<file path="src/verilog/csr_pkg.sv">
package csr_pkg;

    // machine word width
    parameter int XLEN = 64;

    typedef logic [XLEN-1:0] xlen_t;

    // csr index space
    parameter int CSR_ADDR_W = 12;

    typedef logic [CSR_ADDR_W-1:0] csr_addr_t;

    parameter csr_addr_t ADDR_MSTATUS = 12'h300;
    parameter csr_addr_t ADDR_MTVEC   = 12'h305;
    parameter csr_addr_t ADDR_MEPC    = 12'h341;
    parameter csr_addr_t ADDR_MCAUSE  = 12'h342;

    // write/set/clear forms of the csr instructions
    typedef enum logic [1:0] {
        CSR_NONE  = 2'b00,
        CSR_CLEAR = 2'b01,
        CSR_WRITE = 2'b10,
        CSR_SET   = 2'b11
    } csr_op_t;

    // reset values
    // mstatus comes up with MPP = M and SXL/UXL = 64 bit
    parameter xlen_t MSTATUS_RESET = 64'h0000_000A_0000_1800;
    parameter xlen_t MEPC_RESET    = 64'h0000_0000_8000_0000;
    parameter xlen_t MTVEC_RESET   = '0;
    parameter xlen_t MCAUSE_RESET  = '0;

    // mstatus fields in use
    parameter int MIE_BIT  = 3;
    parameter int MPIE_BIT = 7;

endpackage

</file>
<file path="src/verilog/trap_pkg.sv">
package trap_pkg;

    // cause values are full width words
    typedef csr_pkg::xlen_t cause_t;

    // interrupt bit sits in the msb of mcause
    parameter cause_t INT_FLAG = {1'b1, {(csr_pkg::XLEN-1){1'b0}}};

    // exception codes
    parameter cause_t CAUSE_ILLEGAL    = 2;
    parameter cause_t CAUSE_BREAKPOINT = 3;
    parameter cause_t CAUSE_ECALL_M    = 11;

    // interrupt code, combined with INT_FLAG when taken
    parameter cause_t CAUSE_TIMER_M    = 7;

    // mtvec mode field
    parameter logic [1:0] MODE_DIRECT   = 2'b00;
    parameter logic [1:0] MODE_VECTORED = 2'b01;

    // redirect sequencing
    typedef enum logic [1:0] {
        ST_IDLE     = 2'b00,
        ST_REDIRECT = 2'b01
    } trap_state_t;

endpackage

</file>
<file path="src/verilog/csr_reg.sv">
`timescale 1ns/10ps

module csr_reg #(
    parameter int XLEN = 64
) (
    input  logic                clk,
    input  logic                rst_n,

    // csr instruction port
    input  csr_pkg::csr_addr_t  csr_addr,
    input  csr_pkg::csr_op_t    csr_op,
    input  logic                csr_wen,
    input  csr_pkg::xlen_t      rs1,
    output csr_pkg::xlen_t      csr_rdata,

    // trap side
    input  logic                trap_enter,
    input  logic                trap_return,
    input  trap_pkg::cause_t    trap_cause,
    input  csr_pkg::xlen_t      trap_epc,

    output csr_pkg::xlen_t      csr_mtvec,
    output csr_pkg::xlen_t      csr_mepc,
    output logic                int_en
);

    csr_pkg::xlen_t mstatus;
    csr_pkg::xlen_t mtvec;
    csr_pkg::xlen_t mepc;
    csr_pkg::xlen_t mcause;

    csr_pkg::xlen_t mstatus_nxt;
    csr_pkg::xlen_t wdata;

    logic sel_mstatus;
    logic sel_mtvec;
    logic sel_mepc;
    logic sel_mcause;
    logic wr_en;

    // address decode
    assign sel_mstatus = (csr_addr == csr_pkg::ADDR_MSTATUS);
    assign sel_mtvec   = (csr_addr == csr_pkg::ADDR_MTVEC);
    assign sel_mepc    = (csr_addr == csr_pkg::ADDR_MEPC);
    assign sel_mcause  = (csr_addr == csr_pkg::ADDR_MCAUSE);

    // trap pulse wins, the instruction write is lost
    assign wr_en = csr_wen & ~(trap_enter | trap_return);

    // write data from the op and the current value
    always_comb begin
        case (csr_op)
            csr_pkg::CSR_WRITE: wdata = rs1;
            csr_pkg::CSR_SET:   wdata = csr_rdata | rs1;
            csr_pkg::CSR_CLEAR: wdata = csr_rdata & ~rs1;
            default:            wdata = '0;
        endcase
    end

    // MIE/MPIE stacking
    always_comb begin
        mstatus_nxt = mstatus;
        if (trap_enter) begin
            mstatus_nxt[csr_pkg::MPIE_BIT] = mstatus[csr_pkg::MIE_BIT];
            mstatus_nxt[csr_pkg::MIE_BIT]  = 1'b0;
        end else if (trap_return) begin
            mstatus_nxt[csr_pkg::MIE_BIT]  = mstatus[csr_pkg::MPIE_BIT];
            mstatus_nxt[csr_pkg::MPIE_BIT] = 1'b1;
        end else if (wr_en && sel_mstatus) begin
            mstatus_nxt = wdata;
        end
    end

    always_ff @(posedge clk) begin
        if (!rst_n) begin
            mstatus <= csr_pkg::MSTATUS_RESET;
        end else begin
            mstatus <= mstatus_nxt;
        end
    end

    always_ff @(posedge clk) begin
        if (!rst_n) begin
            mtvec <= csr_pkg::MTVEC_RESET;
        end else if (wr_en && sel_mtvec) begin
            mtvec <= wdata;
        end
    end

    // mret leaves mepc and mcause alone
    always_ff @(posedge clk) begin
        if (!rst_n) begin
            mepc   <= csr_pkg::MEPC_RESET;
            mcause <= csr_pkg::MCAUSE_RESET;
        end else if (trap_enter) begin
            mepc   <= trap_epc;
            mcause <= trap_cause;
        end else begin
            if (wr_en && sel_mepc) begin
                mepc <= wdata;
            end
            if (wr_en && sel_mcause) begin
                mcause <= wdata;
            end
        end
    end

    // unmapped index reads zero
    assign csr_rdata = ({XLEN{sel_mstatus}} & mstatus)
                     | ({XLEN{sel_mtvec}}   & mtvec)
                     | ({XLEN{sel_mepc}}    & mepc)
                     | ({XLEN{sel_mcause}}  & mcause);

    assign csr_mtvec = mtvec;
    assign csr_mepc  = mepc;
    assign int_en    = mstatus[csr_pkg::MIE_BIT];

endmodule

</file>
<file path="src/verilog/mtimer.sv">
`timescale 1ns/10ps

module mtimer #(
    parameter int MTIME_DIV = 4
) (
    input  logic            clk,
    input  logic            rst_n,

    input  logic            mtimecmp_wen,
    input  csr_pkg::xlen_t  mtimecmp_wdata,

    output csr_pkg::xlen_t  mtime,
    output logic            timer_pending
);

    localparam int DIV_W = (MTIME_DIV > 1) ? $clog2(MTIME_DIV) : 1;

    logic [DIV_W-1:0] div_cnt;
    logic             tick;
    csr_pkg::xlen_t   mtimecmp;

    // one tick every MTIME_DIV clocks
    assign tick = (div_cnt == DIV_W'(MTIME_DIV - 1));

    always_ff @(posedge clk) begin
        if (!rst_n) begin
            div_cnt <= '0;
        end else if (tick) begin
            div_cnt <= '0;
        end else begin
            div_cnt <= div_cnt + 1'b1;
        end
    end

    always_ff @(posedge clk) begin
        if (!rst_n) begin
            mtime <= '0;
        end else if (tick) begin
            mtime <= mtime + 1'b1;
        end
    end

    // all ones keeps the compare quiet out of reset
    always_ff @(posedge clk) begin
        if (!rst_n) begin
            mtimecmp <= '1;
        end else if (mtimecmp_wen) begin
            mtimecmp <= mtimecmp_wdata;
        end
    end

    assign timer_pending = (mtime >= mtimecmp);

endmodule

</file>
<file path="src/verilog/trap_ctrl.sv">
`timescale 1ns/10ps

module trap_ctrl (
    input  logic                clk,
    input  logic                rst_n,

    // retire stage
    input  logic                inst_valid,
    input  csr_pkg::xlen_t      inst_pc,
    input  logic                is_ecall,
    input  logic                is_ebreak,
    input  logic                is_illegal,
    input  logic                is_mret,

    input  logic                timer_pending,
    input  logic                int_en,
    input  csr_pkg::xlen_t      csr_mtvec,
    input  csr_pkg::xlen_t      csr_mepc,

    // to csr_reg
    output logic                trap_enter,
    output logic                trap_return,
    output trap_pkg::cause_t    trap_cause,
    output csr_pkg::xlen_t      trap_epc,

    // to fetch
    output logic                redirect,
    output csr_pkg::xlen_t      redirect_pc
);

    trap_pkg::trap_state_t state;
    trap_pkg::trap_state_t state_nxt;

    logic             take_int;
    logic             take_ill;
    logic             take_brk;
    logic             take_ecall;
    csr_pkg::xlen_t   vec_base;
    trap_pkg::cause_t cause_code;
    csr_pkg::xlen_t   target_pc;

    // source qualification, interrupt first
    assign take_int   = inst_valid & timer_pending & int_en;
    assign take_ill   = inst_valid & is_illegal;
    assign take_brk   = inst_valid & is_ebreak;
    assign take_ecall = inst_valid & is_ecall;

    assign trap_enter  = take_int | take_ill | take_brk | take_ecall;
    assign trap_return = inst_valid & is_mret & ~trap_enter;

    always_comb begin
        if (take_int) begin
            trap_cause = trap_pkg::INT_FLAG | trap_pkg::CAUSE_TIMER_M;
        end else if (take_ill) begin
            trap_cause = trap_pkg::CAUSE_ILLEGAL;
        end else if (take_brk) begin
            trap_cause = trap_pkg::CAUSE_BREAKPOINT;
        end else begin
            trap_cause = trap_pkg::CAUSE_ECALL_M;
        end
    end

    // every trap saves the retiring pc
    assign trap_epc = inst_pc;

    // target from pre-edge csr values
    assign vec_base   = {csr_mtvec[csr_pkg::XLEN-1:2], 2'b00};
    assign cause_code = trap_cause & ~trap_pkg::INT_FLAG;

    always_comb begin
        if (trap_return) begin
            target_pc = csr_mepc;
        end else if (take_int && csr_mtvec[1:0] == trap_pkg::MODE_VECTORED) begin
            target_pc = vec_base + (cause_code << 2);
        end else begin
            target_pc = vec_base;
        end
    end

    assign state_nxt = (trap_enter || trap_return) ? trap_pkg::ST_REDIRECT
                                                   : trap_pkg::ST_IDLE;

    always_ff @(posedge clk) begin
        if (!rst_n) begin
            state <= trap_pkg::ST_IDLE;
        end else begin
            state <= state_nxt;
        end
    end

    always_ff @(posedge clk) begin
        redirect_pc <= target_pc;
    end

    // one cycle after the decision
    assign redirect = (state == trap_pkg::ST_REDIRECT);

endmodule

</file>
<file path="src/verilog/csr_subsys.sv">
`timescale 1ns/10ps

module csr_subsys #(
    parameter int XLEN      = csr_pkg::XLEN,
    parameter int MTIME_DIV = 4
) (
    input  logic                clk,
    input  logic                rst_n,

    // csr instruction port
    input  csr_pkg::csr_addr_t  csr_addr,
    input  csr_pkg::csr_op_t    csr_op,
    input  logic                csr_wen,
    input  csr_pkg::xlen_t      rs1,
    output csr_pkg::xlen_t      csr_rdata,

    // retire strobes
    input  logic                inst_valid,
    input  csr_pkg::xlen_t      inst_pc,
    input  logic                is_ecall,
    input  logic                is_ebreak,
    input  logic                is_illegal,
    input  logic                is_mret,

    // timer compare write
    input  logic                mtimecmp_wen,
    input  csr_pkg::xlen_t      mtimecmp_wdata,

    output logic                redirect,
    output csr_pkg::xlen_t      redirect_pc,
    output logic                int_en,
    output csr_pkg::xlen_t      mtime
);

    logic             timer_pending;
    logic             trap_enter;
    logic             trap_return;
    trap_pkg::cause_t trap_cause;
    csr_pkg::xlen_t   trap_epc;
    csr_pkg::xlen_t   csr_mtvec;
    csr_pkg::xlen_t   csr_mepc;

    csr_reg #(
        .XLEN (XLEN)
    ) i_csr_reg (
        .clk         (clk),
        .rst_n       (rst_n),
        .csr_addr    (csr_addr),
        .csr_op      (csr_op),
        .csr_wen     (csr_wen),
        .rs1         (rs1),
        .csr_rdata   (csr_rdata),
        .trap_enter  (trap_enter),
        .trap_return (trap_return),
        .trap_cause  (trap_cause),
        .trap_epc    (trap_epc),
        .csr_mtvec   (csr_mtvec),
        .csr_mepc    (csr_mepc),
        .int_en      (int_en)
    );

    mtimer #(
        .MTIME_DIV (MTIME_DIV)
    ) i_mtimer (
        .clk            (clk),
        .rst_n          (rst_n),
        .mtimecmp_wen   (mtimecmp_wen),
        .mtimecmp_wdata (mtimecmp_wdata),
        .mtime          (mtime),
        .timer_pending  (timer_pending)
    );

    trap_ctrl i_trap_ctrl (
        .clk           (clk),
        .rst_n         (rst_n),
        .inst_valid    (inst_valid),
        .inst_pc       (inst_pc),
        .is_ecall      (is_ecall),
        .is_ebreak     (is_ebreak),
        .is_illegal    (is_illegal),
        .is_mret       (is_mret),
        .timer_pending (timer_pending),
        .int_en        (int_en),
        .csr_mtvec     (csr_mtvec),
        .csr_mepc      (csr_mepc),
        .trap_enter    (trap_enter),
        .trap_return   (trap_return),
        .trap_cause    (trap_cause),
        .trap_epc      (trap_epc),
        .redirect      (redirect),
        .redirect_pc   (redirect_pc)
    );

endmodule

</file>
<file path="config.mk">
export PLATFORM = sky130hd
export DESIGN_NAME = csr_subsys
export DESIGN_NICKNAME = d
export VERILOG_FILES = /design/src/verilog/csr_pkg.sv /design/src/verilog/trap_pkg.sv /design/src/verilog/csr_reg.sv /design/src/verilog/mtimer.sv /design/src/verilog/trap_ctrl.sv /design/src/verilog/csr_subsys.sv
export SDC_FILE = /design/constraint.sdc
export NUM_CORES = 1
export LEC_CHECK = 0
export BUFFER_PORTS_ARGS = -buffer_cell sky130_fd_sc_hd__buf_2
export CAP_MARGIN = 40
export CELL_PAD_IN_SITES_DETAIL_PLACEMENT = 1
export CELL_PAD_IN_SITES_GLOBAL_PLACEMENT = 1
export CORE_MARGIN = 5
export CORE_UTILIZATION = 43
export DETAILED_ROUTE_END_ITERATION = 6
export PLACE_DENSITY_LB_ADDON = 0.1
export RECOVER_POWER = 50
export SLEW_MARGIN = 40
export SYNTH_ARGS = -nofsm -noshare
export SYNTH_HDL_FRONTEND = slang
export SYNTH_HIERARCHICAL = 1
export SYNTH_SLANG_ARGS = --single-unit
</file>
<file path="constraint.sdc">
create_clock -name clk -period 6.6 [get_ports clk]
set_input_delay 0.33 -clock clk [delete_from_list [all_inputs] [get_ports clk]]
set_output_delay 0.33 -clock clk [all_outputs]
set_load 0.01 [all_outputs]
</file>
==> results of run 1 <==
## through the flow
step                instance area [µm²]  utilization  std cells  setup WS, ps  hold slack [ps]
floorplan                         26300            -       3315          1790              403
global placement                  27900        0.463       4179          1000              415
detailed placement                27900        0.464       4179           780              427
CTS                               30400        0.506       4341           754             2.90
global route                      30200        0.502       4349           353             17.7
finish                            30200        0.502       4351           631             20.7
## worst min-delay path, stage by stage
cell	delay (ps)
buf_2	100
o2bb2ai_1	120
a311oi_1	50
## sequential cells by signal, indices dropped and copies added, names as in the netlist
name,count
i_csr_reg/csr_mepc,64
i_csr_reg/csr_mtvec,64
i_csr_reg/mcause,64
i_csr_reg/mstatus,64
i_mtimer/div_cnt,2
i_mtimer/mtime,64
i_mtimer/mtimecmp,64
i_trap_ctrl/redirect_pc,64
i_trap_ctrl/state,1
## metal layers
metal	vias up	GRT usage	wire length, µm	part of all wire
li1	12300	-	-	-
met5	-	0	12	0.00010
met1	13700	0.417	47600	0.41
met4	2	0.173	6710	0.058
met2	1161	0.559	54500	0.47
met3	314	0.0514	7390	0.064
## cells in the final DEF (no fill, tap or decap), drive strengths merged, types with 33 or more instances in the layout
cell type / netlist / layout
ha: 69 / 69
o31ai: 39 / 39
or3: 38 / 38
and2: 60 / 60
nand3: 61 / 61
dlygate4sd3: 0 / 68
dfxtp: 451 / 451
nor2: 213 / 213
xnor2: 35 / 35
inv: 101 / 100
conb: 2 / 60
clkbuf: 196 / 272
a21o: 35 / 35
and3: 71 / 71
mux2: 33 / 33
o211ai: 83 / 83
or2: 36 / 36
o22ai: 41 / 41
a31oi: 142 / 142
nand4: 71 / 71
nor3b: 67 / 67
a21oi: 142 / 142
mux2i: 49 / 49
nor3: 40 / 40
buf: 176 / 268
nand2: 311 / 311
o21ai: 306 / 306
xor2: 36 / 36
## kinds of logic after synthesis
kind of cell               after synthesis  share of synthesized area
and+or+nand+nor                       1085                      0.218
AOI/OAI and AO/OA                     1021                      0.255
buffers and inverters                  476                     0.0897
DFF                                    451                      0.347
muxes                                   82                     0.0331
xor gates and xnor gates                71                     0.0239
adders and majority gates               69                     0.0331
other                                    2                   0.000288
## area by class of cell
cell class              instances  area [µm²]
multi-input cells            2388       15000
flip-flops and latches        451        9030
diodes                          8        20.0
inverters                     104         392
well taps                     782         978
clock buffers                  84        1650
repair buffers                524        2950
fillers                      7367       29900
clock inverters                10         178
## worst max-delay path by stage
| stage | from | to | slack [ps] | cells after the start |
|---|---|---|---|---|
| global route | i_mtimer/mtime[0]$_SDFFE_PN0P_ | i_trap_ctrl/redirect_pc[61]$_DFF_P_ | 350 | 18 |
| CTS | i_mtimer/mtime[0]$_SDFFE_PN0P_ | i_trap_ctrl/redirect_pc[61]$_DFF_P_ | 750 | 18 |
| finish | csr_addr[0] | csr_rdata[3] | 630 | 8 |
| floorplan | i_mtimer/mtime[0]$_SDFFE_PN0P_ | i_trap_ctrl/redirect_pc[61]$_DFF_P_ | 1790 | 18 |
| global placement | i_mtimer/mtime[0]$_SDFFE_PN0P_ | i_trap_ctrl/redirect_pc[59]$_DFF_P_ | 1000 | 18 |
| detailed placement | i_mtimer/mtime[0]$_SDFFE_PN0P_ | i_trap_ctrl/redirect_pc[61]$_DFF_P_ | 780 | 18 |
## report_power, final
group | internal, mW | switching [mW]
Combinational | 0.238 | 0.395
Clock | 1.89 | 1.25
Sequential | 2.81 | 0.0609
## synthesized netlist by cell type (all sizes together), types with 21 or more instances
master	instances
a21o	35
o21ai	306
a22o	21
and2	60
or4	29
nor2	213
ha	69
xor2	36
a311oi	28
buf	176
nand4	71
mux2i	49
a31oi	142
nand2	311
nor3	40
o22ai	41
a21oi	142
nor4	22
nor3b	67
xnor2	35
o2bb2ai	25
or2	36
and3	71
inv	101
dfxtp	451
clkbuf	196
nand3	61
o31ai	39
mux2	33
o211ai	83
or3	38
==> metrics.txt, run 1 <==
outcome=complete, but fails checks; failing checks=max-capacitance violations, max-slew violations; GPL Wtd Cong=0.894; Max-Slew Margin vs Limit=-1.40; I/O Pins=about 400; worst r2r dst=i_trap_ctrl/redirect_pc[61]$_DFF_P_; vias per cell=between 6 and 7; Detail Placement HPWL=78,600 µm; Buffers & Inverters on Critical Path=4; Mapped Cells=3,257; Worst Clk Skew=between 30 and 40 ps; Initial Util=0.433; Die Area=about 0.066 mm²; clk_lat worst skew=just over 600 ps; # DRC=0; Iter 0 DRT Violations=between 2,000 and 2,500; RSZ-0062 raised after global routing=no; Leak=between 10 and 15 nW; Ys Warns=6; initial antenna violation count=10; EDFF count, synth=0; via count of the first global-routing pass=between 20,000 and 30,000; dominant synthesized flop cell=dfxtp_1; P&R area growth vs syn=16.0%; count of final hold-check violations=0; CTS tree=built; clock slew at reported path FFs=roughly 60 ps; Slew @ Worst Pin=3590 ps; total detailed-routing wirelength=116,000 µm; Max Clock Freq=about 170 MHz; hold endpoint=i_csr_reg/csr_mepc[29]$_SDFFE_PN0P_; Core Footprint=about 0.06 mm²; Final TNS setup=0 ps; top cell type's share of synthesized area=0.347; Crit Path Class=in2out; post_cts resized=0; Most Frequent Cell on Critical Path=buf_2; clock sinks=about 450; crit end category=output port; Synth Cell Area=around 0.026 mm²; Startpoint Class=input port; antenna-violating nets left=0; Pre-Repair DR Iteration Count=5; share of layout cells above drive strength 1=0.132; RR Startpoint=i_mtimer/mtime[0]$_SDFFE_PN0P_; vias=~27,000; Die Ht=~260 µm; Tcrit/Tclk final=0.904; total congestion overflow=0; root buf cell=clkbuf_16; # setup viols final=0; Hold Path Stages=3; # port buffers=408; worst hold path class=in2reg; distinct cell type count after synthesis=93; maximum vdd ir drop=0.182 mV; first-pass GRT wire length=175,000 µm; Seq/Total Area, Yosys=0.347; min cycle time layout=5970 ps; cells along the critical path=buf_2 -> clkbuf_1 -> nor4bb_1 -> clkbuf_2 -> a22oi_1 -> o2bb2ai_1 -> or2_2 -> buf_2; R2R cell count=18; max-slew violations=200; fraction of registers with async set/reset=0; CTS Buffer Depth=3; number of CTS-inserted buffers=between 50 and 60; WL/cell=26.7 µm; Worst R2R Setup Slack=slightly below 700 ps; delay-heaviest family, CP=buffers and inverters; area leader, netlist=dfxtp_1; largest net degree at the start of global routing=about 170; htree depth=2; Placement Rows=90; CP arrival=5640 ps; syn_area_per_cell=around 8.0 µm²; synth top area cells=dfxtp_1, o21ai_0, nand2_1; PwrDens=220 mW/mm²; maxcap violations=3; Crit-path slowest cell=clkbuf_1; worst-path fanout max=between 60 and 70; Hold Buf Count CTS=between 60 and 70; CP required=6270 ps; Setup Fix Bufs, Post-CTS=0; die width=between 200 and 300 µm; GRT Overall Usage=0.334; final net count=between 3,000 and 4,000; hold_sp=inst_pc[29]; Power Total=between 6 and 7 mW; critical path's largest stage delay=approximately 2500 ps; synthesized flop and latch total=approximately 450
Power figures use the tool's default switching activity.
==> inputs of run 2 (changes only) <==
--- a/config.mk
+++ b/config.mk
@@ -10,7 +10,8 @@
 export CELL_PAD_IN_SITES_DETAIL_PLACEMENT = 1
 export CELL_PAD_IN_SITES_GLOBAL_PLACEMENT = 1
 export CORE_MARGIN = 5
-export CORE_UTILIZATION = 43
+export CORE_UTILIZATION = 44
+export CTS_BUF_LIST = sky130_fd_sc_hd__clkbuf_8
 export DETAILED_ROUTE_END_ITERATION = 6
 export PLACE_DENSITY_LB_ADDON = 0.1
 export RECOVER_POWER = 50
==> run 2 against run 1 <==
  * The flow still finishes with violations (max-capacitance violations, max-slew violations)
  * Design area is 2.1% higher
  * Non-clock buffer count is 89 higher
  * Power is 6.3% lower
  * Combinational power is 5.5% higher
  * Via count is 2.8% higher
  * Clock power is 15% lower
  * Clock skew is 4.4 ps higher
==> metrics.txt, run 2 (same netlist as run 1, synthesis figures left out) <==
PwrDens=202 mW/mm²; Placement Rows=89; outcome=complete, but fails checks; clock sinks=between 400 and 500; root buf cell=clkbuf_8; Crit Path Class=in2out; Leak=around 13 nW; clock slew at reported path FFs=about 50 ps; Slew @ Worst Pin=just over 5000 ps; Initial Util=0.443; Worst Clk Skew=roughly 38 ps; commonest non-fill, non-tap cell in the layout=dfxtp_1; GRT Overall Usage=0.347; failing checks=max-capacitance violations, max-slew violations; P_sw=roughly 1.7 mW; hold_sp=inst_pc[41]; WL/cell=26.1 µm; CTS Buffer Depth=3; share of layout cells above drive strength 1=0.140; RR Startpoint=i_mtimer/mtime[0]$_SDFFE_PN0P_; CTS tree=built; combinational share of power=0.107; I/O Pins=409; Max-Slew Margin vs Limit=-2.36; antenna-violating nets left=0; Tcrit/Tclk final=0.950; total detailed-routing wirelength=between 100,000 and 150,000 µm; count of final hold-check violations=0; Die Ht=about 250 µm; Pre-Repair DR Iteration Count=5; Max Clock Freq=about 160 MHz; vias=28,200; max-slew violations=~200; first-pass GRT wire length=roughly 180,000 µm; total congestion overflow=0; # setup viols final=0; die width=253 µm; min cycle time layout=approximately 6300 ps; maximum vdd ir drop=0.131 mV; internal cell power=about 4.5 mW; P&R area growth vs syn=18.5%; Core Footprint=around 0.059 mm²; worst-path fanout max=between 80 and 90; Detail Placement HPWL=79,400 µm; RSZ-0062 raised after global routing=no; commonest cells after routing, fill and taps aside=dfxtp_1, nand2_1, o21ai_0; net switching share of the total power=0.280; htree depth=3; # port buffers=around 410; Setup Fix Bufs, Post-CTS=0; Final TNS setup=0 ps; Clk pwr share=0.432; Seq pwr share=0.461; maxcap violations=2; # DRC=0; largest net degree at the start of global routing=167; Power Total=between 6 and 7 mW; crit end category=output port; final net count=3,926; CP required=6270 ps; Die Area=0.0642 mm²; Worst Setup SP=csr_addr[0]; initial antenna violation count=4; vias per cell=roughly 6.3; clk_lat worst skew=690 ps; Iter 0 DRT Violations=approximately 2,100; GPL Wtd Cong=0.929; number of CTS-inserted buffers=between 80 and 90; via count of the first global-routing pass=between 20,000 and 30,000; Startpoint Class=input port; CP arrival=between 5000 and 6000 ps; worst hold path class=in2reg
## run 2: changes by cell type in the layout (fill, tap and decap cells not counted), sizes merged
cell         previous run  this run
buf                   268       282
bufinv                  5         0
clkbuf                272       294
clkinv                  8         6
clkinvlp                1         3
diode                   8         7
dlygate4sd3            68       141
inv                   100       139
## run 2: final timing paths
kind	to	slack (ps)	depth (start not counted)
worst max register to register	i_trap_ctrl/redirect_pc[61]$_DFF_P_	670	18
worst min-delay path	i_csr_reg/csr_mepc[41]$_SDFFE_PN0P_	50	4
worst min register to register	i_mtimer/div_cnt[0]$_SDFF_PP0_	430	1
worst max-delay path	csr_rdata[3]	330	8
## run 2: area by class of cell
cell class | instances | area [µm²]
inverters | 104 | 392
well taps | 773 | 967
fillers | 7244 | 27900
multi-input cells | 2388 | 15000
clock inverters | 44 | 190
flip-flops and latches | 451 | 9030
clock buffers | 104 | 1430
diodes | 7 | 17.5
repair buffers | 613 | 3810
## run 2: worst max-delay path: stages
cell and delay (ps):
clkbuf_1 250, clkbuf_1 2980, nor4bb_1 350, clkbuf_2 860
a22oi_1 420, o2bb2ai_1 160, or2_2 340, buf_2 170
## run 2: power groups by stage
stage / combinational [mW] / clock [mW] / sequential (mW)
after global routing: 0.716 / 2.86 / 2.88
final: 0.668 / 2.69 / 2.87
after CTS: 0.651 / 2.74 / 2.87
after floorplan: 0.396 / 0 / 2.90
after global placement: 0.551 / 0 / 2.92
after detailed placement: 0.580 / 0 / 2.93
## run 2: layer usage
metal | track usage | part of all wire | wire length (µm)
met4 | 0.201 | 0.060 | 7060
met2 | 0.573 | 0.47 | 54600
met3 | 0.0593 | 0.071 | 8360
met1 | 0.428 | 0.40 | 47200
met5 | 0 | 0.00011 | 13
## run 2: timing repair
item                      in CTS  in global routing
hold buffers                 141                  0
resized for setup              0                  0
hold endpoints to repair     168                  0
## run 2: metrics by stage
stage | instances | cell area [µm²] | util | hold slack (ps) | setup WS, ps
3_5_place_dp | 4187 | 28100 | 0.477 | 426 | 776
3_3_place_gp | 4182 | 27900 | 0.475 | 413 | 981
2_1_floorplan | 3315 | 26300 | - | 403 | 1790
5_1_grt | 4480 | 30900 | 0.525 | 39.2 | 181
4_1_cts | 4476 | 31100 | 0.529 | 0.0712 | 739
6_report | 4484 | 30900 | 0.525 | 51.7 | 330
